`src/design/exec_pkg.sv`:
```
/*
 * Execute cluster package
 * Widths, operation and opcode encodings, and the structs passed
 * between the decoder, the producers and the writeback arbiter
 */
package exec_pkg;

    localparam int XLEN   = 32;  // One data word
    localparam int REG_AW = 5;   // 32 architectural registers

    // Operation encoding shared by the ALU and the divider
    typedef enum logic [4:0] {
        ADD    = 5'b00000,
        SUB    = 5'b00001,
        SLL    = 5'b00010,
        SLT    = 5'b00011,
        SLTU   = 5'b00100,
        XOR    = 5'b00101,
        SRL    = 5'b00110,
        SRA    = 5'b00111,
        OR     = 5'b01000,
        AND    = 5'b01001,
        MUL    = 5'b01010,
        MULH   = 5'b01011,
        MULHSU = 5'b01100,
        MULHU  = 5'b01101,
        DIV    = 5'b01110,
        DIVU   = 5'b01111,
        REM    = 5'b10000,
        REMU   = 5'b10001
    } alu_op_e;

    // Major opcodes handled here
    typedef enum logic [6:0] {
        OP     = 7'b0110011,
        OP_IMM = 7'b0010011
    } opcode_e;

    typedef struct packed {
        alu_op_e             op;
        logic [REG_AW-1:0]   rs1;
        logic [REG_AW-1:0]   rs2;
        logic [REG_AW-1:0]   rd;
        logic                use_imm;  // Operand 2 from the immediate
        logic [XLEN-1:0]     imm;
        logic                is_div;   // Goes to the divider
        logic                wb_en;    // Low for rd == x0
        logic                illegal;
    } exec_cmd_t;

    typedef struct packed {
        logic                valid;
        logic [REG_AW-1:0]   rd;
        logic [XLEN-1:0]     data;
        logic                zero;
    } wb_req_t;

endpackage

```
`src/design/wb_arbiter.sv`:
```
/*
 * Writeback arbiter
 * Shares the single register write port between the ALU and the
 * divider, ALU first, and registers the winner for the outputs
 */
`timescale 1ns/1ps

module wb_arbiter (
    input  logic                        i_clock,
    input  logic                        i_reset,
    input  exec_pkg::wb_req_t           i_alu_req,
    input  exec_pkg::wb_req_t           i_div_req,
    output logic                        o_div_grant,
    output logic                        o_wr_en,
    output logic [exec_pkg::REG_AW-1:0] o_wr_addr,
    output logic [exec_pkg::XLEN-1:0]   o_wr_data,
    output exec_pkg::wb_req_t           o_wb
);
    exec_pkg::wb_req_t sel;
    exec_pkg::wb_req_t wb_q;
    logic              wb_valid_q;

    assign o_div_grant = i_div_req.valid && !i_alu_req.valid;  // Divider waits on any ALU result
    assign sel         = i_alu_req.valid ? i_alu_req : i_div_req;

    assign o_wr_en   = sel.valid;
    assign o_wr_addr = sel.rd;
    assign o_wr_data = sel.data;

    always_ff @(posedge i_clock) begin
        if (i_reset)
            wb_valid_q <= 1'b0;
        else
            wb_valid_q <= sel.valid;
    end

    always_ff @(posedge i_clock) begin
        if (sel.valid)
            wb_q <= sel;
    end

    always_comb begin
        o_wb       = wb_q;
        o_wb.valid = wb_valid_q;  // One-cycle strobe
    end

endmodule

```
`config.mk`:
```
export PLATFORM = sky130hd
export DESIGN_NAME = wb_arbiter
export DESIGN_NICKNAME = d
export VERILOG_FILES = /design/src/design/exec_pkg.sv /design/src/design/wb_arbiter.sv
export SDC_FILE = /design/constraint.sdc
export NUM_CORES = 1
export LEC_CHECK = 0
export BUFFER_PORTS_ARGS = -buffer_cell sky130_fd_sc_hd__buf_4
export CAP_MARGIN = 20
export CORE_UTILIZATION = 23
export DETAILED_ROUTE_END_ITERATION = 8
export GPL_TIMING_DRIVEN = 0
export PLACE_DENSITY = 0.57
export SLEW_MARGIN = 20
export SYNTH_ARGS = -nofsm -noshare
export SYNTH_HDL_FRONTEND = slang
export SYNTH_SLANG_ARGS = --single-unit
```
`constraint.sdc`:
```
create_clock -name i_clock -period 3.6 [get_ports i_clock]
set_input_delay 0.18 -clock i_clock [delete_from_list [all_inputs] [get_ports i_clock]]
set_output_delay 0.18 -clock i_clock [all_outputs]
set_load 0.01 [all_outputs]
```
Word level (Yosys, flattened, before mapping)
Cells that the tools add are included.
{ "word_totals": {"ram_bits": 0, "register_bits": 39, "output_inout_bits": 78, "latchBits": 0, "n_memories": 0, "rom_bits": 0} }
{ "op_classes": {"shift": 0, "bitwise_logic": 0, "div_mod_pow": 0, "mul": 0, "n_addsub": 0, "muxes": 1, "n_reduce_logical": 2, "n_eq_ne": 0, "order_cmp": 0} }
{ "ops": {"columns": ["operator", "count"], "rows": [
  ["2-to-1 mux 39 bit", 1],
  ["logical AND 1 bit", 1],
  ["logical NOT 1 bit", 1]
]} }

Longest topological paths before layout
{ "depth": {"ltp_word": 2, "depth_mapped": 4, "depth_no_buf": 1} }

Worst setup path after synthesis
OpenSTA, ideal clock, no wires.
{ "synth_path": {"path_kind": "input to register", "startpoint": "input port i_alu_req[38] (netlist bit)", "endpoint": "register wb_q, in the netlist o_wb[0], enable pin", "stages": 3, "t_required_ns": 3.220, "arrival_ns": 1.024, "path_buffers": 2, "slack_ns": 2.196, "setup_time_ns": 0.380, "path_cell_list": "buf_6 > buf_8 > or2_2"} }
{ "synth_via": {"elab_chain_cells": 1} }
{ "synth_rtl": {"columns": ["item", "line", "text"], "rows": [
  ["start, declared", "wb_arbiter.sv:11", "input exec_pkg::wb_req_t i_alu_req,"],
  ["2-to-1 mux 39 bit", "wb_arbiter.sv:24", "assign sel = i_alu_req.valid ? i_alu_req : i_div_req;"],
  ["named net o_wr_en", "wb_arbiter.sv:14", "output logic o_wr_en,"],
  ["end signal, assigned", "wb_arbiter.sv:39", "wb_q <= sel;"],
  ["end, declared", "wb_arbiter.sv:20", "exec_pkg::wb_req_t wb_q;"]
]} }
The timed path passes the listed nets, and every way through them passes these cells.
A chain may end at the register's enable or synchronous reset.

Worst setup path in the final report
{ "layout_path": {"startpoint": "input port i_alu_req[38] (netlist bit)", "endpoint": "output port o_wr_en"} }
{ "layout_via": {"elab_chain_cells": 1} }
{ "layout_rtl": {"columns": ["item", "line"], "rows": [
  ["2-to-1 mux 39 bit", "wb_arbiter.sv:24"],
  ["end, declared", "wb_arbiter.sv:14"]
]} }
No other way between the ends.

==> results.md <==
* Die X-Extent at 98.06 µm
* Core area at 0.008806 mm²
* Routed wire per std cell at 12.60 µm
* Post-CTS sizing at 0
* Post-CTS Hold Fix Bufs at 0
* P_leak at 1.722 nW
* Remaining Overflow, GRT at 0
* Yosys top cell area share at 53.77%
* Final min period at 1.668 ns
* Worst setup margin at between 1.5 and 2 ns
* CP startpoint: i_alu_req[38]
* Clock Pin Slew Worst Setup and Hold Paths at approximately 0.07 ns
* Max rail drop VDD at 0.0001407 V
* Setup Buffers After CTS at 0
* Avg Vias per Cell at about 3.9
* RSZ-0062 raised after global routing: no
* ANT nets after route at 0
* Synthesized cell area at 0.002122 mm²
* # fillers at 853
* Critical Path Start Type: primary input
* Flops & latches, synth at 39
* Worst setup EP type: primary output
* Syn-to-layout area delta at 64.98%
* Total GRT Usage at 10.10%
* Max-cap violations at 0
* Yosys top cell by area: edfxtp_1
* ANT cells at 0
* WL final at 4953 µm
* CTS root buf: clkbuf_8
* Clock sinks at 39
* Share of layout cells above drive strength 1 at 85.61%
* Hold Fails Final Rpt at 0
* Initial DRC count at 25
* Post-route cell area at 0.003501 mm²
* Slew @ Worst Pin at 0.9539 ns
* IO buf count at around 160
* Setup Viol. Count Final at 0
* DRC at 10
* Required time worst endpoint at 3.42 ns
* Yosys warns at 0
* Relative slew slack at 36.40%
* CP max FO at 39
* Die Footprint at 0.009615 mm²
* Fmax at 0.5997 GHz
* Final net count at 366
* Drt pass-1 iters at 6
* Mean post-synth cell area at 17.25 µm²
* Failing checks: design-rule violations
* Placed inst area at 0.003428 mm²
* Htree depth at 2
* DPL Wire Length at roughly 3800 µm
* Data arrival, critical path at 1.49 ns
* Vias in the first global route at around 1,500
* CTS Buf Count at 5
* Most frequent cells in the layout: buf_4, edfxtp_1, mux2_4, clkbuf_8, buf_12
* IO Count at 158
* Crit-path slowest cell: or2_2
* Pwr dens at 348.4 mW/mm²
* Initial Utilization at 24.10%
* Hold path startpoint: i_div_req[38]
* Initial antenna violation count at 0
* Syn Nets at between 200 and 250
* Commonest non-fill, non-tap cell in the layout: buf_4
* Largest net degree at the start of global routing at 40
* Final setup TNS at 0 ns
* Status: complete, but fails checks
* Cell row count at 34
* First-pass GRT wire length at 7493 µm
* Chip height at approximately 98 µm
* Place WS at 1.863 ns
* CTS tree: built
* Distinct cells, synth at 11
* Cell chain of the critical path: buf_6 > buf_8 > or2_2 > buf_4
* Cells after Synth at 123
* Max Root-Sink Buffers at 2
* Min-delay worst type: in -> reg
* Critical path type: in -> out
* Final count of pins violating max slew at 0
* Vias post-DR at around 1,500
* Fin crit share at 46.32%
* GPL Wtd Cong at 0.6802
* Synth top area cells: edfxtp_1, mux2_4, buf_4
* Seq/Total Area, Yosys at between 50 and 60%
* Slowest stage delay, CP at 0.76 ns
state kept, by name, indices dropped and copies added, names as in the netlist:
signal and count:
o_wb 38, wb_valid_q 1
stage by stage:
step	cells	hold slack, ns	util [%]	total power, mW
2_1_floorplan	123	0.3064	-	0.7581
3_3_place_gp	387	0.4044	38.93	0.9590
3_5_place_dp	387	0.4077	38.93	0.9642
4_1_cts	393	0.1041	39.76	1.249
5_1_grt	393	0.1055	39.76	1.283
6_report	393	0.1168	39.76	1.220
critical path, delay by kind of cell:
family                 cells  cell delay, ns
buffers and inverters      3            0.54
AND/OR/NAND/NOR            1            0.76
cells in the mapped netlist:
| master | n |
|---|---|
| mux2_2 | 1 |
| edfxtp_1 | 38 |
| buf_4 | 38 |
| or2_2 | 1 |
| o21ba_2 | 1 |
| buf_6 | 1 |
| buf_8 | 1 |
| buf_12 | 3 |
| dfxtp_1 | 1 |
| nor2b_1 | 1 |
| mux2_4 | 37 |
area by class of cell:
| cell class | instances | area, µm² | area share [%] |
|---|---|---|---|
| clock buffers | 6 | 72.57 | 2.073 |
| multi-input cells | 41 | 589.3 | 16.83 |
| plain buffers | 43 | 371.6 | 10.61 |
| well taps | 108 | 135.1 | 3.860 |
| flip-flops and latches | 39 | 1161 | 33.17 |
| repair buffers | 156 | 1171 | 33.45 |
worst paths after layout:
kind                     end  cells after the start
hold / removal    wb_valid_q                      2
setup / recovery     o_wr_en                      4
power breakdown:
group,switching [mW],internal [mW]
sequential,0.0127,0.555
combinational,0.135,0.245
clock,0.142,0.129
metal layers:
layer / track usage (%) / part of all wire [%] / vias to the layer above
met1: 10.68 / 37 / 715
met4: 2.448 / 0.61 / 0
li1: - / - / 727
met5: 0 / 0 / -
met2: 17.71 / 51 / 98
met3: 5.225 / 11 / 2
logic make-up after synthesis:
group / count (synthesis) / share of synthesized area, %
buffers and inverters: 43 / 17.51
DFF: 39 / 54.72
muxes: 38 / 26.71
and+or+nand+nor: 2 / 0.5900
AOI/OAI and AO/OA: 1 / 0.4717
Power figures use the tool's default switching activity.
