[config.mk]
export PLATFORM = sky130hd
export DESIGN_NAME = reg_file
export DESIGN_NICKNAME = d
export VERILOG_FILES = /design/src/design/exec_pkg.sv /design/src/design/reg_file.sv
export SDC_FILE = /design/constraint.sdc
export NUM_CORES = 2
export LEC_CHECK = 0
export BUFFER_PORTS_ARGS = -buffer_cell sky130_fd_sc_hd__buf_4
export CAP_MARGIN = 20
export CORE_MARGIN = 8
export CORE_UTILIZATION = 65
export CTS_CLUSTER_SIZE = 16
export DETAILED_ROUTE_END_ITERATION = 12
export PLACE_DENSITY = 0.78
export RECOVER_POWER = 25
export SETUP_SLACK_MARGIN = 0.4
export SLEW_MARGIN = 20
export SYNTH_ARGS = -nofsm -noshare
export SYNTH_HDL_FRONTEND = slang
export SYNTH_SLANG_ARGS = --single-unit
[constraint.sdc]
create_clock -name i_clock -period 6.24 [get_ports i_clock]
set_input_delay 0.624 -clock i_clock [delete_from_list [all_inputs] [get_ports i_clock]]
set_output_delay 0.624 -clock i_clock [all_outputs]
set_load 0.01 [all_outputs]
[src/design/exec_pkg.sv]
/*
 * Execute cluster package
 * Widths, operation and opcode encodings, and the structs passed
 * between the decoder, the producers and the writeback arbiter
 */
package exec_pkg;

    localparam int XLEN   = 32;  // One data word
    localparam int REG_AW = 5;   // 32 architectural registers

    // Operation encoding shared by the ALU and the divider
    typedef enum logic [4:0] {
        ADD    = 5'b00000,
        SUB    = 5'b00001,
        SLL    = 5'b00010,
        SLT    = 5'b00011,
        SLTU   = 5'b00100,
        XOR    = 5'b00101,
        SRL    = 5'b00110,
        SRA    = 5'b00111,
        OR     = 5'b01000,
        AND    = 5'b01001,
        MUL    = 5'b01010,
        MULH   = 5'b01011,
        MULHSU = 5'b01100,
        MULHU  = 5'b01101,
        DIV    = 5'b01110,
        DIVU   = 5'b01111,
        REM    = 5'b10000,
        REMU   = 5'b10001
    } alu_op_e;

    // Major opcodes handled here
    typedef enum logic [6:0] {
        OP     = 7'b0110011,
        OP_IMM = 7'b0010011
    } opcode_e;

    typedef struct packed {
        alu_op_e             op;
        logic [REG_AW-1:0]   rs1;
        logic [REG_AW-1:0]   rs2;
        logic [REG_AW-1:0]   rd;
        logic                use_imm;  // Operand 2 from the immediate
        logic [XLEN-1:0]     imm;
        logic                is_div;   // Goes to the divider
        logic                wb_en;    // Low for rd == x0
        logic                illegal;
    } exec_cmd_t;

    typedef struct packed {
        logic                valid;
        logic [REG_AW-1:0]   rd;
        logic [XLEN-1:0]     data;
        logic                zero;
    } wb_req_t;

endpackage

[src/design/reg_file.sv]
/*
 * Register file
 * 32 x 32 with two asynchronous read ports and one write port;
 * x0 always reads zero
 */
`timescale 1ns/1ps

module reg_file (
    input  logic                        i_clock,
    input  logic                        i_reset,
    input  logic [exec_pkg::REG_AW-1:0] i_rs1,
    input  logic [exec_pkg::REG_AW-1:0] i_rs2,
    input  logic [exec_pkg::REG_AW-1:0] i_wr_addr,
    input  logic                        i_wr_en,
    input  logic [exec_pkg::XLEN-1:0]   i_wr_data,
    output logic [exec_pkg::XLEN-1:0]   o_rs1_data,
    output logic [exec_pkg::XLEN-1:0]   o_rs2_data
);
    logic [exec_pkg::XLEN-1:0] regs [2**exec_pkg::REG_AW];

    always_ff @(posedge i_clock) begin
        if (i_reset) begin
            for (int i = 0; i < 2**exec_pkg::REG_AW; i++)
                regs[i] <= '0;
        end else if (i_wr_en && i_wr_addr != '0) begin
            regs[i_wr_addr] <= i_wr_data;
        end
    end

    assign o_rs1_data = (i_rs1 == '0) ? '0 : regs[i_rs1];
    assign o_rs2_data = (i_rs2 == '0) ? '0 : regs[i_rs2];

endmodule

== Word level (Yosys, flattened, before mapping) ==
Memories as Yosys holds them, arrays and structs flattened.
Index checks and enable logic that the tools add are counted.

* Bits in registers: 0
* Word-level logic and storage cells: 16
* Latch bits: 0
* Memory bits (read-only): 0
* Input port bits: 50
* Memories kept: 1
* Output and inout port bits: 64
* RAM bits: 1024

{| class="wikitable"
|+ Memories
! name !! words !! width !! rd ports !! clocked after memory_dff !! wr ports !! RTL line !! RTL
|-
| regs || 32 || 32 || 2 || 0 || 32 || reg_file.sv:19 || <nowiki>logic [exec_pkg::XLEN-1:0] regs [2**exec_pkg::REG_AW];</nowiki>
|}

* Multipliers: 0
* Bitwise operators: 0
* Divide/modulo/power cells: 0
* Add/sub/neg operators: 0
* Multiplexer cells: 10
* Shift-type cells: 0
* Equal/unequal tests: 0
* $lt $le $gt $ge: 0
* Reductions and logical operators: 5

{| class="wikitable"
|+ Operator list
! cell !! count
|-
| two-way mux 32 bit || 3
|-
| OR reduction 32 bit || 1
|-
| zero test 5 bit || 2
|-
| two-way mux 1 bit || 6
|-
| two-way mux 5 bit || 1
|-
| nonzero test 5 bit || 1
|-
| logical AND 1 bit || 1
|}

== Longest topological paths before layout ==
* Word-level depth: 7
* Gate-level depth with buffers: 9
* Gate-level depth less buffers: 4

== Worst setup path before layout ==
Ideal clock, no wire load.

* Path kind: input-to-output
* Start: input i_rs2[2] (netlist name)
* End: output o_rs2_data[15] (netlist name)
* Cell stages on the path: 7
* Path slack: 3332 ps
* Data required time: 5616 ps
* Arrival: 2284 ps
* Path buffers: 3
* Path through: buf_2 -> buf_2 -> buf_1 -> mux4_2 -> a22o_1 -> a2111oi_1 -> nor3_1

* Cells in the longest elaborated chain, start to end: 2
* Elaborated cells between the ends (all ways): 3
* Classes of those cells: mux: 1; reduce/logical: 1; memory: 1

{| class="wikitable"
|+ Ends and longest elaborated chain
! what !! RTL line !! RTL
|-
| from (decl) || reg_file.sv:12 || <nowiki>input logic [exec_pkg::REG_AW-1:0] i_rs2,</nowiki>
|-
| memory (32 x 32 bit) / zero test 5 bit (equally long branches) || n/a ||
|-
| two-way mux 32 bit * || reg_file.sv:31 || <nowiki>assign o_rs2_data = (i_rs2 == '0) ? '0 : regs[i_rs2];</nowiki>
|-
| to (decl) || reg_file.sv:17 || <nowiki>output logic [exec_pkg::XLEN-1:0] o_rs2_data</nowiki>
|}

Mark *: on every way between the ends. The rest lies on a longest branch, timed or not.

==> impl_metrics.ini <==
[synthesis]
async_flop_share_pct = 0
syn-instance-count = 3502
synth_top_area_share_pct = 56.7
yosys_warnings = 0
avgSynthCellArea_um2 = 15.5
synth_area_leaders = edfxtp_1 (57%), mux4_2 (20%), and2_1 (11%), mux2i_1 (2.8%), clkbuf_1 (1.9%)
ys.flop_type = edfxtp_1
post-synth-top-area-cell = edfxtp_1
ys_types = 42
synth_seq_area_share_pct = 56.7
ys_seq_elements = 1024
syn_area_um2 = 54300
synth_edf_count = 1024

[cells_and_area]
fillCellCount = 5191
top_register = regs
reg_top3 = regs: 1024 flops
final_cell_mix = edfxtp_1 (1,024), and2_1 (749), mux4_2 (472)
final_core_util_pct = 71.2
layout-drive-gt1-share_pct = 25.7
fin_cells = 4648
largest_reg_flops = 1024
final_common_cell = edfxtp_1
nets = 3520
syn_to_final_growth_pct = 9.15

[grt]
grt_pass1_wl_mm = 246
grt_max_degree = 104
grt-ovfl-total = 0
grt_pass1_vias = 35700
antenna_found_initial = 9
grt_util_all_layers_pct = 36.6

[timing]
setup_violations = 0
finalHoldViolations = 0
fin_ws_ns = 1.01
fmax_mhz = 191
min_period_ns = 5.23
finalMaxSlewViolations = 619
grt_setup_unrepaired = false
relSlewSlack_pct = -145
worst_pin_slew_ns = 3.68
fin_crit_sh_pct = 83.8
setup_tns_ns = 0

[setup_path]
crit_slowest_cell = clkbuf_1
cp-start-kind = input port
cp.arrival_ns = 5.55
crit_fanout = 51
crit_required_ns = 6.56
path_buf_inv = 3
startpoint = i_reset
slowest_delay_ns = 2.64
crit_chain = clkbuf_1 -> clkbuf_1 -> or2_0 -> buf_4
crit_family = buffers and inverters
critPathCaptureType = register
crit_top_cell = clkbuf_1
crit_type = in -> reg

[clock_network]
cts_tree = yes
cts_buffers = 105
cts.sinks = 1024
clk_pin_slew_worst_paths_ns = 0.06
cts-htree-levels = 3
root_buffer = clkbuf_16
cts.repair.resized = 0
hold_buffers = 0
max-clock-path-buffers = 3
post_cts_buffers = 0

[placement]
dp_hpwl_mm = 101
io_buffers = 113
place.gp.congestion = 0.883
dp_cells = 4441
place_ws_ns = 1.71

[die]
num_rows = 106
die_h_um = 305
num_io_pins = 114
core_area_um2 = 83200
die_area_um2 = 93000
die_w_um = 305
start_util_pct = 65.2

[route]
avgRoutedWirePerCell_um = 37.3
num_vias = 35300
ant_nets = 0
drc = 0
wl_mm = 173
drt-initial-drc-count = 5863
vias_per_cell = 7.59
dr.pass1.iters = 8

[status]
status = finished with violations
violations = max-capacitance violations, max-slew violations

[power]
p_leak_nw = 20.2
power_density_nw_per_um2 = 279
ir_drop_mv = 0.257

[run]
drv_cap = 19

[hold_path]
min_path_type = in -> reg
min_from = i_wr_data[11]
-- routing by layer --
metal	up-vias	track usage (%)	routed length (um)	part of all wire [%]
met4	6	19.2	11500	6.6
li1	13500	-	-	-
met3	640	9.75	24200	14
met2	3350	56.7	79700	46
met5	-	0	34	0.020
met1	17800	48.0	57800	33
-- layout make-up --
type,instances,area (um^2),area share [%]
sequential,1024,30700,51.9
inverter,2,7.51,0.0127
antenna,7,17.5,0.0296
clock buffer,131,2810,4.75
tap,1080,1350,2.28
timing repair buffer,217,1760,2.98
multi-input combinational,2120,21900,37.0
clock inverter,67,599,1.01
-- final timing paths --
path / end / cells after the start
max: regs[10][2] / 4
min: regs[14][11] / 2
-- power by group --
part | internal, W | switching [W]
combinational | 0.000851 | 0.00115
sequential | 0.00795 | 0.000218
clock | 0.00363 | 0.00271
total | 0.0124 | 0.00408
-- stage by stage --
stage / instance area, um^2 / hold slack (ns) / power, W
after detailed placement: 55800 / 0.992 / 0.0102
after global placement: 55800 / 0.975 / 0.0102
final: 59200 / 0.474 / 0.0165
after floorplan: 54400 / 0.822 / 0.00944
after global routing: 59200 / 0.475 / 0.0168
after CTS: 59200 / 0.289 / 0.0164
-- synthesized netlist by cell type, types with 12 or more instances --
cell	count
edfxtp_1	1024
and2_1	995
mux4_2	472
clkbuf_1	271
mux2i_1	150
o22ai_1	103
nor3_1	54
a22o_1	51
buf_2	46
a2111oi_1	41
buf_4	38
nor2_1	36
or2_2	33
mux2_2	30
buf_6	21
a22oi_1	16
a2111oi_0	14
nor2b_1	14
a21oi_1	12
-- cells by family (layout without fill, tap and decap cells) --
family | after synthesis | count (layout) | synth area share [%]
other | 1 | 39 | 0.00691
flip-flops | 1024 | 1024 | 56.7
AND/OR/NAND/NOR | 1177 | 1177 | 13.3
AO/OA/AOI/OAI | 259 | 259 | 3.65
buffers and inverters | 389 | 417 | 3.35
multiplexers | 652 | 652 | 23.0
Note: power is estimated with default switching activity, not from simulation.
