[src/design/exec_pkg.sv]
/*
 * Execute cluster package
 * Widths, operation and opcode encodings, and the structs passed
 * between the decoder, the producers and the writeback arbiter
 */
package exec_pkg;

    localparam int XLEN   = 32;  // One data word
    localparam int REG_AW = 5;   // 32 architectural registers

    // Operation encoding shared by the ALU and the divider
    typedef enum logic [4:0] {
        ADD    = 5'b00000,
        SUB    = 5'b00001,
        SLL    = 5'b00010,
        SLT    = 5'b00011,
        SLTU   = 5'b00100,
        XOR    = 5'b00101,
        SRL    = 5'b00110,
        SRA    = 5'b00111,
        OR     = 5'b01000,
        AND    = 5'b01001,
        MUL    = 5'b01010,
        MULH   = 5'b01011,
        MULHSU = 5'b01100,
        MULHU  = 5'b01101,
        DIV    = 5'b01110,
        DIVU   = 5'b01111,
        REM    = 5'b10000,
        REMU   = 5'b10001
    } alu_op_e;

    // Major opcodes handled here
    typedef enum logic [6:0] {
        OP     = 7'b0110011,
        OP_IMM = 7'b0010011
    } opcode_e;

    typedef struct packed {
        alu_op_e             op;
        logic [REG_AW-1:0]   rs1;
        logic [REG_AW-1:0]   rs2;
        logic [REG_AW-1:0]   rd;
        logic                use_imm;  // Operand 2 from the immediate
        logic [XLEN-1:0]     imm;
        logic                is_div;   // Goes to the divider
        logic                wb_en;    // Low for rd == x0
        logic                illegal;
    } exec_cmd_t;

    typedef struct packed {
        logic                valid;
        logic [REG_AW-1:0]   rd;
        logic [XLEN-1:0]     data;
        logic                zero;
    } wb_req_t;

endpackage

[src/design/serial_divider.sv]
/*
 * Serial divider
 * Radix-2 restoring divider, one quotient bit per cycle, for DIV,
 * DIVU, REM and REMU; holds its writeback request until granted
 */
`timescale 1ns/1ps

module serial_divider (
    input  logic                        i_clock,
    input  logic                        i_reset,
    input  logic                        i_start,
    input  exec_pkg::alu_op_e           i_op,
    input  logic [exec_pkg::REG_AW-1:0] i_rd,
    input  logic [exec_pkg::XLEN-1:0]   i_dividend,
    input  logic [exec_pkg::XLEN-1:0]   i_divisor,
    input  logic                        i_grant,
    output exec_pkg::wb_req_t           o_req,
    output logic                        o_busy
);
    typedef enum logic [1:0] {IDLE, RUN, DONE} div_state_e;

    div_state_e                  state;
    logic [5:0]                  count;      // Iterations done
    logic [exec_pkg::XLEN-1:0]   quo_q;      // Dividend shifts out, quotient shifts in
    logic [exec_pkg::XLEN-1:0]   rem_q;
    logic [exec_pkg::XLEN-1:0]   dvs_q;      // Divisor magnitude
    logic [exec_pkg::XLEN-1:0]   result_q;
    logic [exec_pkg::REG_AW-1:0] rd_q;
    logic                        want_rem_q;
    logic                        neg_quo_q;
    logic                        neg_rem_q;
    logic                        div_zero_q;

    logic                        is_signed;
    logic                        a_neg;
    logic                        b_neg;
    logic [exec_pkg::XLEN-1:0]   a_mag;
    logic [exec_pkg::XLEN-1:0]   b_mag;
    logic [exec_pkg::XLEN:0]     shifted;
    logic [exec_pkg::XLEN:0]     diff;
    logic [exec_pkg::XLEN-1:0]   quo_fix;
    logic [exec_pkg::XLEN-1:0]   rem_fix;

    assign is_signed = (i_op == exec_pkg::DIV) || (i_op == exec_pkg::REM);
    assign a_neg     = is_signed && i_dividend[exec_pkg::XLEN-1];
    assign b_neg     = is_signed && i_divisor[exec_pkg::XLEN-1];
    assign a_mag     = a_neg ? -i_dividend : i_dividend;
    assign b_mag     = b_neg ? -i_divisor : i_divisor;

    // One restoring step
    assign shifted = {rem_q, quo_q[exec_pkg::XLEN-1]};
    assign diff    = shifted - {1'b0, dvs_q};

    // Overflow (min / -1) already comes out as dividend and zero here
    assign quo_fix = div_zero_q ? '1 : (neg_quo_q ? -quo_q : quo_q);
    assign rem_fix = neg_rem_q ? -rem_q : rem_q;  // Zero divisor leaves the dividend

    always_ff @(posedge i_clock) begin
        if (i_reset) begin
            state <= IDLE;
            count <= '0;
        end else begin
            case (state)
                IDLE: if (i_start) begin
                    state <= RUN;
                    count <= '0;
                end
                RUN: begin
                    if (count == exec_pkg::XLEN)
                        state <= DONE;  // Result registered on this edge
                    else
                        count <= count + 6'd1;
                end
                default: if (i_grant) state <= IDLE;
            endcase
        end
    end

    always_ff @(posedge i_clock) begin
        if (state == IDLE && i_start) begin
            quo_q      <= a_mag;
            rem_q      <= '0;
            dvs_q      <= b_mag;
            rd_q       <= i_rd;
            want_rem_q <= (i_op == exec_pkg::REM) || (i_op == exec_pkg::REMU);
            neg_quo_q  <= a_neg ^ b_neg;
            neg_rem_q  <= a_neg;  // Remainder takes the dividend's sign
            div_zero_q <= (i_divisor == '0);
        end else if (state == RUN) begin
            if (count != exec_pkg::XLEN) begin
                quo_q <= {quo_q[exec_pkg::XLEN-2:0], ~diff[exec_pkg::XLEN]};
                rem_q <= diff[exec_pkg::XLEN] ? shifted[exec_pkg::XLEN-1:0]
                                              : diff[exec_pkg::XLEN-1:0];
            end else begin
                result_q <= want_rem_q ? rem_fix : quo_fix;
            end
        end
    end

    always_comb begin
        o_req.valid = (state == DONE);
        o_req.rd    = rd_q;
        o_req.data  = result_q;
        o_req.zero  = (result_q == '0);
    end

    assign o_busy = (state != IDLE);

endmodule

[config.mk]
export PLATFORM = sky130hd
export DESIGN_NAME = serial_divider
export DESIGN_NICKNAME = d
export VERILOG_FILES = /design/src/design/exec_pkg.sv /design/src/design/serial_divider.sv
export SDC_FILE = /design/constraint.sdc
export NUM_CORES = 1
export LEC_CHECK = 0
export BUFFER_PORTS_ARGS = -buffer_cell sky130_fd_sc_hd__buf_2
export CAP_MARGIN = 20
export CORE_MARGIN = 4
export CORE_UTILIZATION = 55
export DETAILED_ROUTE_END_ITERATION = 8
export HOLD_SLACK_MARGIN = 0.05
export PLACE_DENSITY = 0.76
export SLEW_MARGIN = 5
export SYNTH_ARGS = -nofsm -noshare
export SYNTH_HDL_FRONTEND = slang
export SYNTH_SLANG_ARGS = --single-unit
[constraint.sdc]
create_clock -name i_clock -period 3.8 [get_ports i_clock]
set_input_delay 0.76 -clock i_clock [delete_from_list [all_inputs] [get_ports i_clock]]
set_output_delay 0.76 -clock i_clock [all_outputs]
set_load 0.01 [all_outputs]
* After elaboration in Yosys (flattened, before gate mapping) *
Cells that the tools add are included.

storage, ports and cells
  output and inout port bits = 40
  register bits after elaboration = 145

cells by class
  bitwise operators = 4
  reduce and logical (&&, ||, !) cells = 18
  $add $sub $neg = 6
  eq/ne operators = 10
  muxes and demuxes = 17

operators by type and width
  kind                   number
  $mux W32               10
  $neg A32 Y32           4
  $logic_not A32 Y1      2
  $sub A33 B32 Y33       1
  $mux W6                2
  $pmux W6 S2            1
  $eq A5 B5 Y1 const B   2
  $reduce_and A3 Y1      3
  $reduce_bool A2 Y1     4
  $add A6 B1 Y6 const B  1
  $eq A6 B6 Y1 const B   1
  $mux W2                3
  $ne A2 B2 Y1 const B   3
  $ne A6 B6 Y1 const B   1
  $eq A5 B4 Y1 const B   1
  $pmux W2 S2            1
  $reduce_and A2 Y1      2
  $logic_and A1 B1 Y1    3
  $not A1 Y1             3
  $reduce_bool A3 Y1     1
  $eq A2 B1 Y1 const B   1
  $eq A2 B2 Y1 const B   1
  $logic_not A2 Y1       1
  $logic_or A1 B1 Y1     2
  $xor A1 B1 Y1          1

* Logic depth before layout (Yosys ltp) *
  depth in word-level cells = 5
  depth in mapped cells = 14
  gate-level depth less buffers = 11

* Worst setup path after synthesis *
OpenSTA, ideal clock, no wires.

  kind = in2reg
  start point = input port i_start
  end point = register count[2]
  data required time = 3.677 ns
  data arrival time = 3.237 ns
  path slack = 0.439 ns
  cell stages on the path = 7
  path buffers = 0
  cell sequence = nand2_1 inv_1 nor2_1 inv_1 o21ai_0 a21oi_1 nor2_1

on the way
  longest elaborated chain between the ends = 2

ends and longest elaborated chain
  element                      RTL line              RTL
  from (decl)                  serial_divider.sv:11  input logic i_start,
  $ne A2 B2 Y1 (no line)       --
  $reduce_and A3 Y1 (no line)  --
  to (signal assigned)         serial_divider.sv:72  count <= count + 6'd1;
  to (decl)                    serial_divider.sv:23  logic [5:0] count;

No other way between the ends.
A chain may end at the register's enable or synchronous reset.

* Final worst setup path *
  start point = register quo_q[31] (netlist bit)
  end point = register rem_q[4] (netlist bit)

on the way
  longest elaborated chain between the ends = 2

ends and longest elaborated chain
  element                 RTL line              RTL
  from (decl)             serial_divider.sv:24  logic [exec_pkg::XLEN-1:0] quo_q;
  from (signal assigned)  serial_divider.sv:81  quo_q <= a_mag;
  from (signal assigned)  serial_divider.sv:91  quo_q <= {quo_q[exec_pkg::XLEN-2:0], ~diff[exec_pkg::XLEN]};
  $sub A33 B32 Y33        serial_divider.sv:52  assign diff = shifted - {1'b0, dvs_q};
  $mux W32                serial_divider.sv:92  rem_q <= diff[exec_pkg::XLEN] ? shifted[exec_pkg::XLEN-1:0]
  to (signal assigned)    serial_divider.sv:92
  to (decl)               serial_divider.sv:25  logic [exec_pkg::XLEN-1:0] rem_q;

No other way between the ends.

==> impl_metrics.csv <==
group,metric,value,unit
global_route,layer_with_the_highest_usage,"met2",
power,power.ir.vdd_worst,0.424,mV
routing,postRouteWirelength,25800,um
timing,setup_total_negative_slack,0,ps
die,floorplan.initialDensity,56.6,%
cells_and_area,num_antenna_cells,0,
routing,drt_iter0_drc,731,
synthesis,synth_seq_area_share,38.5,%
clock_network,clock_sink_count,145,
placement,globalplace.congestion,0.938,
global_route,gr-usage-met3,4.20,%
power,leakage,4.75,nW
critical_path,worst-endpoint-required,4120,ps
global_route,grtUsageMet1,32.7,%
timing,post-route-period-util,90.4,%
placement,io_buffer_count,117,
synthesis,synth-compound-area-share,20.5,%
synthesis,post_synthesis_simple_gate_area_fraction,18.1,%
synthesis,synth_cell_type_count,79,
clock_network,worst_setup_hold_path_clk_slew,70,ps
critical_path,endpoint_kind,"flop",
cells_and_area,drive_above_1_share,17.2,%
synthesis,post_synth_inst_count,1107,
cells_and_area,finalNetCount,1340,
critical_path,startpoint_type,"flop",
timing,maxClockFrequency,291,MHz
global_route,grt_start_max_net_pins,64,
routing,dr_total_vias,8763,
routing,antenna_left,0,
synthesis,syn-num-nets,1224,
routing,route.detailed.drc,0,
clock_network,clock_tree.htree_level_count,4,
clock_network,cts_tree,"built",
cells_and_area,num-fill-cells,1481,
synthesis,postSynthAreaPerCell,9.27,sq um
critical_path,first_element_of_the_critical_path,"quo_q[31]",
critical_path,worstReg2RegStart,"quo_q[31]",
synthesis,synth_top_area_cell,"sky130_fd_sc_hd__edfxtp_1",
global_route,global_route_usage_over_all_layers,24.7,%
critical_path,critPathKind,"reg -> reg",
synthesis,synth_area_in_adders,4.83,%
hold_path,hold_crit_start,"i_rd[3]",
synthesis,leading_cell_type_by_number_of_instances_after_synthesis,"sky130_fd_sc_hd__nand2_1",
synthesis,synth_top_cells_by_area,"sky130_fd_sc_hd__edfxtp_1, sky130_fd_sc_hd__xor2_1, sky130_fd_sc_hd__dfxtp_1, sky130_fd_sc_hd__ha_1, sky130_fd_sc_hd__xnor2_1",
global_route,globalRouteMet2Util,41.8,%
routing,routed_via_density,5.98,
power,power_per_cell_area,640,nW/um^2
die,dieWidth,145,um
timing,worst_pin_slew,970,ps
clock_network,clock_insertion_delay_worst_skew,430,ps
job,drv_cap,0,
placement,dp.cells,1432,
clock_network,clk_path_buf_depth,2,
global_route,globalRouteOverflowTotal,0,
timing,max-slew-margin-rel,35.3,%
synthesis,yosys_warnings,0,
global_route,first_pass_grt_wire_length,41000,um
synthesis,synth_top_cell_area_share,30.7,%
clock_network,clock_tree.root_cell,"sky130_fd_sc_hd__clkbuf_16",
cells_and_area,area.growth.synth_to_final,13.7,%
die,num_io_pins,118,
synthesis,syn_area,10300,sq um
synthesis,synth-main-ff-cell,"sky130_fd_sc_hd__edfxtp_1",
timing,report.final.setup_viol,0,
synthesis,synth_async_sr_flop_share,0,%
critical_path,cp_data_arrival_time,3750,ps
global_route,vias_in_the_first_global_route,8363,
synthesis,post_synth_mux_area_share,0.695,%
timing,hold_viol,0,
outcome,status,"finished, final reports clean",
die,die_y,145,um
synthesis,synth-xor-area-share,12.2,%
synthesis,synth_seq_cells,145,
timing,period_needed,3440,ps
cells_and_area,layoutNonFillerInstCount,1465,
global_route,number_of_antenna_violations_at_the_first_check_in_global_routing,0,
synthesis,synth_enable_flop_cells,105,
die,num_rows,49,
timing,final_max_slew_viol_count,0,
critical_path,cp_max_fo,14,
synthesis,synth.top_cells.by_count,"sky130_fd_sc_hd__nand2_1, sky130_fd_sc_hd__edfxtp_1, sky130_fd_sc_hd__xor2_1",
routing,wl_per_cell,17.6,um
placement,dpl.hpwl,19400,um
routing,drt_pre_antenna_iters,5,
synthesis,main_combinational_cell_family_by_area_after_synthesis,"compound AO/OA/AOI/OAI gates",
die,dieArea,20900,sq um
timing,clock-skew-final,11.3,ps
timing,grt_setup_unrepaired,"no",
clock_network,cts_buffers,17,
hold_path,hp_class,"in -> reg",
die,core-area,18100,sq um
clock_network,postCtsHoldBufs,0,
per-layer routing:
metal,vias to the layer above,wire length [um]
li1,4331,-
met1,4096,11300
met2,289,12500
met3,47,1380
met4,0,544
met5,-,0
final timing paths:
check	endpoint	slack, ps	depth (start not counted)
max	rem_q[4]	360	12
min	rd_q[3]	500	1
max reg2reg	rem_q[4]	360	12
min reg2reg	state[0]	500	2
area by class of cell:
cell class	count	area [sq um]	area share [%]
sequential	145	3950	33.9
clock inverter	15	180	1.54
multi-input combinational	855	5780	49.6
timing repair buffer	145	816	6.99
clock buffer	17	425	3.65
tap	229	287	2.46
inverter	59	221	1.90
placed cells by master (no fill, tap or decap), types with 18 or more instances in the layout:
cell type / Yosys / layout
sky130_fd_sc_hd__buf_4: 2 / 27
sky130_fd_sc_hd__a22oi_1: 30 / 30
sky130_fd_sc_hd__nor2_1: 60 / 59
sky130_fd_sc_hd__ha_1: 38 / 38
sky130_fd_sc_hd__o21ai_0: 79 / 79
sky130_fd_sc_hd__o31ai_1: 26 / 26
sky130_fd_sc_hd__a221o_1: 20 / 20
sky130_fd_sc_hd__buf_2: 1 / 117
sky130_fd_sc_hd__xnor2_1: 48 / 48
sky130_fd_sc_hd__nor3_1: 20 / 20
sky130_fd_sc_hd__nand2_1: 107 / 106
sky130_fd_sc_hd__a21oi_1: 54 / 54
sky130_fd_sc_hd__nor4_1: 19 / 19
sky130_fd_sc_hd__edfxtp_1: 105 / 105
sky130_fd_sc_hd__inv_1: 59 / 58
sky130_fd_sc_hd__nand3_1: 21 / 21
sky130_fd_sc_hd__xor2_1: 95 / 95
sky130_fd_sc_hd__and2_1: 20 / 20
sky130_fd_sc_hd__nor2b_1: 18 / 18
sky130_fd_sc_hd__dfxtp_1: 40 / 40
flip-flops by register name, summed over array words and instances (netlist names):
signal and cells:
result_q 32, quo_q 32, dvs_q 32, state 2
want_rem_q 1, count 6, neg_rem_q 1, rem_q 32
div_zero_q 1, rd_q 5, neg_quo_q 1
worst max-delay path, stage by stage (launching register included):
cell,delay (ps)
sky130_fd_sc_hd__edfxtp_1,350
sky130_fd_sc_hd__inv_1,80
sky130_fd_sc_hd__ha_1,230
sky130_fd_sc_hd__fa_1,400
sky130_fd_sc_hd__nor2b_1,170
sky130_fd_sc_hd__o2111ai_1,160
sky130_fd_sc_hd__and3_2,270
sky130_fd_sc_hd__nor4_4,290
sky130_fd_sc_hd__o31ai_4,160
sky130_fd_sc_hd__a21boi_0,440
sky130_fd_sc_hd__nor3_4,190
sky130_fd_sc_hd__buf_4,220
sky130_fd_sc_hd__a221o_2,350
stage by stage:
step	cell area [sq um]	setup slack [ps]	hold slack [ps]	power, W	util (%)
global route	11700	118	494	0.00795	64.3
detailed placement	11000	230	497	0.00566	60.8
CTS	11600	182	489	0.00742	64.1
floorplan	10300	439	466	0.00487	-
finish	11700	365	501	0.00747	64.3
global placement	11000	281	485	0.00560	60.8
logic make-up after synthesis:
| kind of cell | count (synthesis) |
|---|---|
| and+or+nand+nor | 357 |
| adders and majority gates | 39 |
| buffers and inverters | 107 |
| muxes | 7 |
| DFF | 145 |
| AOI/OAI and AO/OA | 309 |
| xor gates and xnor gates | 143 |
report_power, final:
part | leakage, nW | internal [W] | switching (W)
logic | 3.13 | 0.00140 | 0.00198
clock network | 0.292 | 0.00104 | 0.000717
registers | 1.33 | 0.00200 | 0.000323
timing repair:
item,4_1_cts,5_1_grt
gates resized for setup,0,1
setup endpoints to repair,0,9
buffers inserted,0,0
No activity file was read; power rests on OpenSTA's default activity.
