**src/design/exec_pkg.sv**
```systemverilog
/*
 * Execute cluster package
 * Widths, operation and opcode encodings, and the structs passed
 * between the decoder, the producers and the writeback arbiter
 */
package exec_pkg;

    localparam int XLEN   = 32;  // One data word
    localparam int REG_AW = 5;   // 32 architectural registers

    // Operation encoding shared by the ALU and the divider
    typedef enum logic [4:0] {
        ADD    = 5'b00000,
        SUB    = 5'b00001,
        SLL    = 5'b00010,
        SLT    = 5'b00011,
        SLTU   = 5'b00100,
        XOR    = 5'b00101,
        SRL    = 5'b00110,
        SRA    = 5'b00111,
        OR     = 5'b01000,
        AND    = 5'b01001,
        MUL    = 5'b01010,
        MULH   = 5'b01011,
        MULHSU = 5'b01100,
        MULHU  = 5'b01101,
        DIV    = 5'b01110,
        DIVU   = 5'b01111,
        REM    = 5'b10000,
        REMU   = 5'b10001
    } alu_op_e;

    // Major opcodes handled here
    typedef enum logic [6:0] {
        OP     = 7'b0110011,
        OP_IMM = 7'b0010011
    } opcode_e;

    typedef struct packed {
        alu_op_e             op;
        logic [REG_AW-1:0]   rs1;
        logic [REG_AW-1:0]   rs2;
        logic [REG_AW-1:0]   rd;
        logic                use_imm;  // Operand 2 from the immediate
        logic [XLEN-1:0]     imm;
        logic                is_div;   // Goes to the divider
        logic                wb_en;    // Low for rd == x0
        logic                illegal;
    } exec_cmd_t;

    typedef struct packed {
        logic                valid;
        logic [REG_AW-1:0]   rd;
        logic [XLEN-1:0]     data;
        logic                zero;
    } wb_req_t;

endpackage

```
**src/design/instr_decoder.sv**
```systemverilog
/*
 * Instruction decoder
 * Maps OP and OP-IMM encodings, M extension included, onto an
 * execute command with operand selects and the I-type immediate
 */
`timescale 1ns/1ps

module instr_decoder (
    input  logic [31:0]         i_instr,
    output exec_pkg::exec_cmd_t o_cmd
);
    logic [6:0] funct7;
    logic [2:0] funct3;

    assign funct7 = i_instr[31:25];
    assign funct3 = i_instr[14:12];

    always_comb begin
        o_cmd     = '0;
        o_cmd.op  = exec_pkg::ADD;
        o_cmd.rs1 = i_instr[19:15];
        o_cmd.rs2 = i_instr[24:20];
        o_cmd.rd  = i_instr[11:7];
        o_cmd.imm = {{20{i_instr[31]}}, i_instr[31:20]};  // I-type, sign extended

        case (i_instr[6:0])
            exec_pkg::OP: begin
                case (funct7)
                    7'b0000000: begin
                        case (funct3)
                            3'b000:  o_cmd.op = exec_pkg::ADD;
                            3'b001:  o_cmd.op = exec_pkg::SLL;
                            3'b010:  o_cmd.op = exec_pkg::SLT;
                            3'b011:  o_cmd.op = exec_pkg::SLTU;
                            3'b100:  o_cmd.op = exec_pkg::XOR;
                            3'b101:  o_cmd.op = exec_pkg::SRL;
                            3'b110:  o_cmd.op = exec_pkg::OR;
                            default: o_cmd.op = exec_pkg::AND;
                        endcase
                    end
                    7'b0100000: begin
                        case (funct3)
                            3'b000:  o_cmd.op = exec_pkg::SUB;
                            3'b101:  o_cmd.op = exec_pkg::SRA;
                            default: o_cmd.illegal = 1'b1;
                        endcase
                    end
                    7'b0000001: begin  // M extension
                        case (funct3)
                            3'b000:  o_cmd.op = exec_pkg::MUL;
                            3'b001:  o_cmd.op = exec_pkg::MULH;
                            3'b010:  o_cmd.op = exec_pkg::MULHSU;
                            3'b011:  o_cmd.op = exec_pkg::MULHU;
                            3'b100:  o_cmd.op = exec_pkg::DIV;
                            3'b101:  o_cmd.op = exec_pkg::DIVU;
                            3'b110:  o_cmd.op = exec_pkg::REM;
                            default: o_cmd.op = exec_pkg::REMU;
                        endcase
                    end
                    default: o_cmd.illegal = 1'b1;
                endcase
            end
            exec_pkg::OP_IMM: begin
                o_cmd.use_imm = 1'b1;
                case (funct3)
                    3'b000: o_cmd.op = exec_pkg::ADD;
                    3'b010: o_cmd.op = exec_pkg::SLT;
                    3'b011: o_cmd.op = exec_pkg::SLTU;
                    3'b100: o_cmd.op = exec_pkg::XOR;
                    3'b110: o_cmd.op = exec_pkg::OR;
                    3'b111: o_cmd.op = exec_pkg::AND;
                    default: begin
                        // Shifts take only the shamt field
                        o_cmd.imm = {27'b0, i_instr[24:20]};
                        if (funct3 == 3'b001 && funct7 == 7'b0000000)
                            o_cmd.op = exec_pkg::SLL;
                        else if (funct3 == 3'b101 && funct7 == 7'b0000000)
                            o_cmd.op = exec_pkg::SRL;
                        else if (funct3 == 3'b101 && funct7 == 7'b0100000)
                            o_cmd.op = exec_pkg::SRA;
                        else
                            o_cmd.illegal = 1'b1;
                    end
                endcase
            end
            default: o_cmd.illegal = 1'b1;
        endcase

        o_cmd.is_div = (o_cmd.op == exec_pkg::DIV) || (o_cmd.op == exec_pkg::DIVU) ||
                       (o_cmd.op == exec_pkg::REM) || (o_cmd.op == exec_pkg::REMU);
        o_cmd.wb_en  = (o_cmd.rd != '0) && !o_cmd.illegal;
    end

endmodule

```
**config.mk**
```make
export PLATFORM = sky130hd
export DESIGN_NAME = instr_decoder
export DESIGN_NICKNAME = d
export VERILOG_FILES = /design/src/design/exec_pkg.sv /design/src/design/instr_decoder.sv
export SDC_FILE = /design/constraint.sdc
export NUM_CORES = 1
export LEC_CHECK = 0
export ABC_CLOCK_PERIOD_IN_PS = 3650
export BUFFER_PORTS_ARGS = -buffer_cell sky130_fd_sc_hd__buf_4
export CAP_MARGIN = 20
export CORE_MARGIN = 2
export CORE_UTILIZATION = 39
export DETAILED_ROUTE_END_ITERATION = 12
export PLACE_DENSITY = 0.9
export SETUP_SLACK_MARGIN = 0.15
export SLEW_MARGIN = 15
export SYNTH_ARGS = -nofsm -noshare
export SYNTH_HDL_FRONTEND = slang
export SYNTH_SLANG_ARGS = --single-unit
```
**constraint.sdc**
```tcl
create_clock -name vclk -period 3.65
set_clock_uncertainty 0.1 [all_clocks]
set_input_delay 0.73 -clock vclk [all_inputs]
set_output_delay 0.73 -clock vclk [all_outputs]
set_load 0.005 [all_outputs]
```
* Word level (Yosys, flattened, before mapping) *
Index checks and enable logic that the tools add are counted.

word-level totals
  register bits = 0
  input port bits = 32
  output and inout port bits = 56

operators by class
  equal/unequal tests = 15
  mux-type cells = 18
  reductions and logical operators = 14

operators with widths
  kind                  count
  $pmux W5 S7           1
  $mux W33              1
  $mux W32              1
  $pmux W4 S7           1
  $pmux W4 S6           1
  $pmux W5 S3           1
  $eq A7 B6 Y1 const B  2
  $eq A3 B3 Y1 const B  4
  $eq A5 B4 Y1 const B  2
  $eq A5 B5 Y1 const B  2
  $pmux W5 S2           1
  $mux W3               3
  $eq A7 B1 Y1 const B  1
  $eq A7 B5 Y1 const B  1
  $logic_not A7 Y1      1
  $eq A3 B2 Y1 const B  2
  $pmux W3 S2           1
  $reduce_or A6 Y1      1
  $mux W1               5
  $reduce_bool A5 Y1    1
  $logic_and A1 B1 Y1   4
  $pmux W1 S2           2
  $reduce_or A2 Y1      2
  $eq A3 B1 Y1 const B  1
  other kinds (3)       5

* Logic depth before layout (Yosys ltp) *
Gate-level depths: netlist of the first run.

  word-level depth = 11
  gate-level depth with buffers = 7
  depth with buffers taken out = 7

* Worst setup path after synthesis of the first run *
OpenSTA, ideal clock, no wires.

  path kind = input to output
  start = input port i_instr[2]
  end = output port o_cmd[15] (netlist name)
  data arrival time = 2.192 ns
  data required time = 2.820 ns
  setup slack = 0.628 ns
  stages = 6
  path buffers = 1
  cells stage by stage = nand4bb_1 nor3b_4 nand2b_1 or2_2 and2_1 buf_4

RTL lines
  what         line                 text
  from (decl)  instr_decoder.sv:9   input logic [31:0] i_instr,
  to (decl)    instr_decoder.sv:10  output exec_pkg::exec_cmd_t o_cmd

==> results.py, run 1 <==
metrics = {
    "floorplan": {
        "die_w_um": 49.6,
        "rows": 16,
        "die_height_um": 49.6,
        "core_area_um2": 1960,
        "io_pins": 88,
        "dieArea_um2": 2460,
        "start_util_pct": 41.3,
    },
    "run": {
        "maxCapViolations": 0,
    },
    "cells_and_area": {
        "fin_util_pct": 49.4,
        "layout-drive-gt1-share_pct": 56.8,
        "clkbuf_count": 0,
        "flops_and_latches": 0,
        "final_cell_area_um2": 968,
        "fin_nets": 166,
        "area_growth_pct": 19.6,
        "register_area_um2": 0,
        "diodes": 0,
        "instances_no_fill": 159,
    },
    "critical_path": {
        "critPathArrivalTime_ps": 2400,
        "path_max_fanout": 21,
        "cp-endpoint": "o_cmd[18]",
        "worstPathRequired_ps": 2820,
        "critical_path.startpoint_type": "primary input",
        "worstSetupPathType": "in -> out",
        "startpoint": "i_instr[2]",
        "endpoint_kind": "output port",
    },
    "sta": {
        "period_share_pct": 88.6,
        "setup_tns_ps": 0,
        "worst_slew_pin_slew_ps": 587,
        "fin_crit_ps": 3230,
        "setup_viol": 0,
        "whs_ps": 1360,
        "hold_viol": 0,
        "slew_headroom_pct": 60.9,
        "grt_setup_unrepaired": "no",
        "slew_violations": 0,
        "worst_slack_ps": 417,
        "fmax_ghz": 0.309,
    },
    "synth": {
        "syn_nets": 146,
        "synth_top_cell_area_share_pct": 37.1,
        "syn_area_um2": 810,
        "yosys-top-cells-count": "40 x buf_4, 7 x nand2_1, 7 x nor2_1",
        "synth_cells": 114,
        "seq_area_frac_synth_pct": 0,
        "yosys.area.top_type": "buf_4",
        "yosys_warnings": 0,
        "synth_area_leaders": "buf_4 37%, and2_1 4.6%, a2111oi_4 3.4%",
        "yosysMostFrequentCell": "buf_4",
        "synth_area_per_cell_um2": 7.10,
        "yosysUniqueCellTypes": 39,
    },
    "power": {
        "power_density_nw_per_um2": 92.4,
        "p_leak_nw": 0.446,
        "ir_drop_uv": 39.2,
        "total_power_mw": 0.0895,
    },
    "place": {
        "place_ws_ps": 391,
        "placed_cell_area_um2": 968,
        "hpwl_um": 1660,
        "gp_congestion": 0.821,
        "dp_cells": 159,
        "portBuffers": 63,
    },
    "routing": {
        "vias_per_cell": 5.24,
        "via_count": 833,
        "drtIter0Drc": 17,
        "wirelength_um": 1950,
        "drtPass1Iterations": 4,
        "antenna_left": 0,
        "wl_per_cell_um": 12.2,
        "drc": 0,
    },
    "global_route": {
        "grt_pass1_wl_um": 3080,
        "grt_max_degree": 22,
        "gr-total-overflow": 0,
        "antenna_found_initial": 0,
        "grt_pass1_vias": 729,
        "grtUsageTotal_pct": 15.0,
    },
    "hold_path": {
        "min_path_type": "in -> out",
        "hp-start": "i_instr[17]",
    },
    "clocking": {
        "hold_buffers": 0,
        "postCtsSetupRepairBufs": 0,
        "cts_resized": 0,
    },
    "status": {
        "outcome": "finished, final reports clean",
    },
}
==> cell usage in the layout (no fill, tap or decap), drive strengths merged, types with 2 or more instances in the layout <==
cell,count
buf,63
a211oi,2
nand2b,2
nor2,8
a21oi,6
o41ai,2
inv,3
nor2b,3
and2,8
nor3,3
o21ai,5
or2,2
nor4b,2
nand2,7
==> final cells by class <==
| cell class | count | area (µm²) |
|---|---|---|
| multi-input cells | 66 | 450 |
| well taps | 27 | 33.8 |
| inverters | 3 | 11.3 |
| fillers | 190 | 993 |
| repair buffers | 63 | 473 |
==> worst min-delay path by stage <==
stage / end / slack [ps] / depth (start not counted)
floorplan: o_cmd[36] / 1440 / 1
finish: o_cmd[48] / 1360 / 0
global placement: o_cmd[50] / 1360 / 0
CTS: o_cmd[50] / 1360 / 0
global route: o_cmd[46] / 1360 / 0
detailed placement: o_cmd[50] / 1360 / 0
==> cell families after synthesis <==
| logic type | after synthesis | synth area share [%] |
|---|---|---|
| simple gates | 41 | 30.6 |
| compound gates | 25 | 25.0 |
| buf+inv | 48 | 44.4 |
==> routing by layer <==
layer  wire length, µm  vias to the layer above  share of wire, %  track usage, %
met5                 0                        -                 0               0
met4                38                        0               2.0            4.17
met3               211                       10                11           0.909
met2              1020                       65                52            31.3
met1               674                      369                35            15.4
li1                  -                      389                 -               -
==> power breakdown <==
part           internal (mW)  switching, mW
Combinational         0.0502         0.0393
Clock                      0              0
Sequential                 0              0
==> critical path: stages <==
cell and delay, ps:
buf_4 100, nand4bb_1 220, nor3b_4 270, nand2b_1 140, or2_2 360, and2_1 360
buf_4 230
Power figures use the tool's default switching activity.
==> run 2: changes to the inputs <==
--- a/config.mk
+++ b/config.mk
@@ -8,6 +8,7 @@
 export ABC_CLOCK_PERIOD_IN_PS = 3650
 export BUFFER_PORTS_ARGS = -buffer_cell sky130_fd_sc_hd__buf_4
 export CAP_MARGIN = 20
+export CORE_ASPECT_RATIO = 1.4
 export CORE_MARGIN = 2
 export CORE_UTILIZATION = 39
 export DETAILED_ROUTE_END_ITERATION = 12
==> results.py, run 2 (synthesis results as in run 1) <==
metrics = {
    "status": {
        "outcome": "finished, final reports clean",
    },
    "place": {
        "gp_congestion": 0.867,
        "dp_cells": 153,
        "hpwl_um": 1750,
        "portBuffers": 63,
    },
    "power": {
        "p_int_mw": 0.0503,
        "switching_share_pct": 44.3,
        "total_power_mw": 0.0902,
        "p_leak_nw": 0.446,
        "clkPwrFrac_pct": 0,
        "power_density_nw_per_um2": 93.9,
        "p_sw_mw": 0.0400,
        "power.share.combinational_pct": 100.0,
        "ir_drop_uv": 46.1,
        "p_seq_share_pct": 0,
    },
    "global_route": {
        "grtUsageTotal_pct": 15.9,
        "grt_pass1_wl_um": 3240,
        "grt_pass1_vias": 744,
        "antenna_found_initial": 0,
        "gr-total-overflow": 0,
        "grt_max_degree": 22,
    },
    "critical_path": {
        "cpPeakStageDelay_ps": 360,
        "path_delay_family": "simple AND/OR/NAND/NOR gates",
        "endpoint_kind": "output port",
        "critical_path.startpoint_type": "primary input",
        "critPathArrivalTime_ps": 2410,
        "worstSetupPathType": "in -> out",
        "crit_slowest_cell": "or2_2",
        "path_max_fanout": 21,
        "crit_buf_inv": 2,
        "cpMostUsedCell": "buf_4",
        "cp_cell_sequence": "buf_4 -> nand4bb_1 -> nor3b_4 -> nand2b_1 -> or2_2 -> and2_1 -> buf_4",
        "worstPathRequired_ps": 2820,
    },
    "cells_and_area": {
        "register_area_um2": 0,
        "fin_nets": 166,
        "fill_cells": 228,
        "flops_and_latches": 0,
        "diodes": 0,
        "clkbuf_count": 0,
        "final_cell_mix": "63 x buf_4, 7 x nand2_1, 7 x nor2_1",
        "fin_util_pct": 48.7,
        "instances_no_fill": 153,
        "area_growth_pct": 18.7,
        "multiInputGateArea_um2": 450,
        "layout-drive-gt1-share_pct": 56.8,
        "final_common_cell": "buf_4",
    },
    "floorplan": {
        "dieArea_um2": 2460,
        "die_w_um": 42.5,
        "io_pins": 88,
        "rows": 19,
        "core_area_um2": 1970,
        "die_height_um": 57.9,
        "start_util_pct": 41.0,
    },
    "sta": {
        "grt_setup_unrepaired": "no",
        "setup_viol": 0,
        "period_share_pct": 88.9,
        "setup_tns_ps": 0,
        "fmax_ghz": 0.308,
        "slew_violations": 0,
        "slew_headroom_pct": 60.1,
        "hold_viol": 0,
        "worst_slew_pin_slew_ps": 599,
        "fin_crit_ps": 3240,
    },
    "routing": {
        "wirelength_um": 2060,
        "drtPass1Iterations": 4,
        "via_count": 824,
        "vias_per_cell": 5.39,
        "wl_per_cell_um": 13.4,
        "drtIter0Drc": 16,
        "antenna_left": 0,
        "drc": 0,
    },
    "hold_path": {
        "min_path_type": "in -> out",
    },
    "clocking": {
        "hold_buffers": 0,
        "postCtsSetupRepairBufs": 0,
        "cts_resized": 0,
    },
    "run": {
        "maxCapViolations": 0,
    },
}
run 2: cell counts in the layout (fill, tap and decap cells not counted):
Identical to the previous run, type by type.
run 2: cell type report:
type                       count  area share [%]
timing repair buffer          63            49.2
multi-input combinational     66            46.9
tap                           21            2.73
inverter                       3            1.17
run 2: power groups by stage:
| stage | Combinational, mW | Sequential (mW) | Clock [mW] |
|---|---|---|---|
| 2_1_floorplan | 0.0724 | 0 | 0 |
| 3_3_place_gp | 0.0879 | 0 | 0 |
| 3_5_place_dp | 0.0906 | 0 | 0 |
| 4_1_cts | 0.0908 | 0 | 0 |
| 5_1_grt | 0.0988 | 0 | 0 |
| 6_report | 0.0902 | 0 | 0 |
run 2: per-stage QoR:
step / cell area [µm²] / setup slack [ps] / hold slack [ps]
2_1_floorplan: 810 / 628 / 1440
3_3_place_gp: 961 / 447 / 1360
3_5_place_dp: 961 / 365 / 1360
4_1_cts: 961 / 366 / 1360
5_1_grt: 961 / 264 / 1360
6_report: 961 / 405 / 1360
run 2: path summary, 6_finish.rpt:
path	slack (ps)	endpoint	depth (start not counted)	start
min	1360	o_cmd[50]	0	i_instr[19]
max	410	o_cmd[24]	7	i_instr[2]
run 2: routing by layer:
| layer | up-vias | routed length, µm | global-route usage, % |
|---|---|---|---|
| li1 | 388 | - | - |
| met5 | - | 0 | 0 |
| met3 | 4 | 219 | 3.74 |
| met1 | 376 | 690 | 15.8 |
| met4 | 0 | 12 | 0.893 |
| met2 | 56 | 1130 | 33.6 |
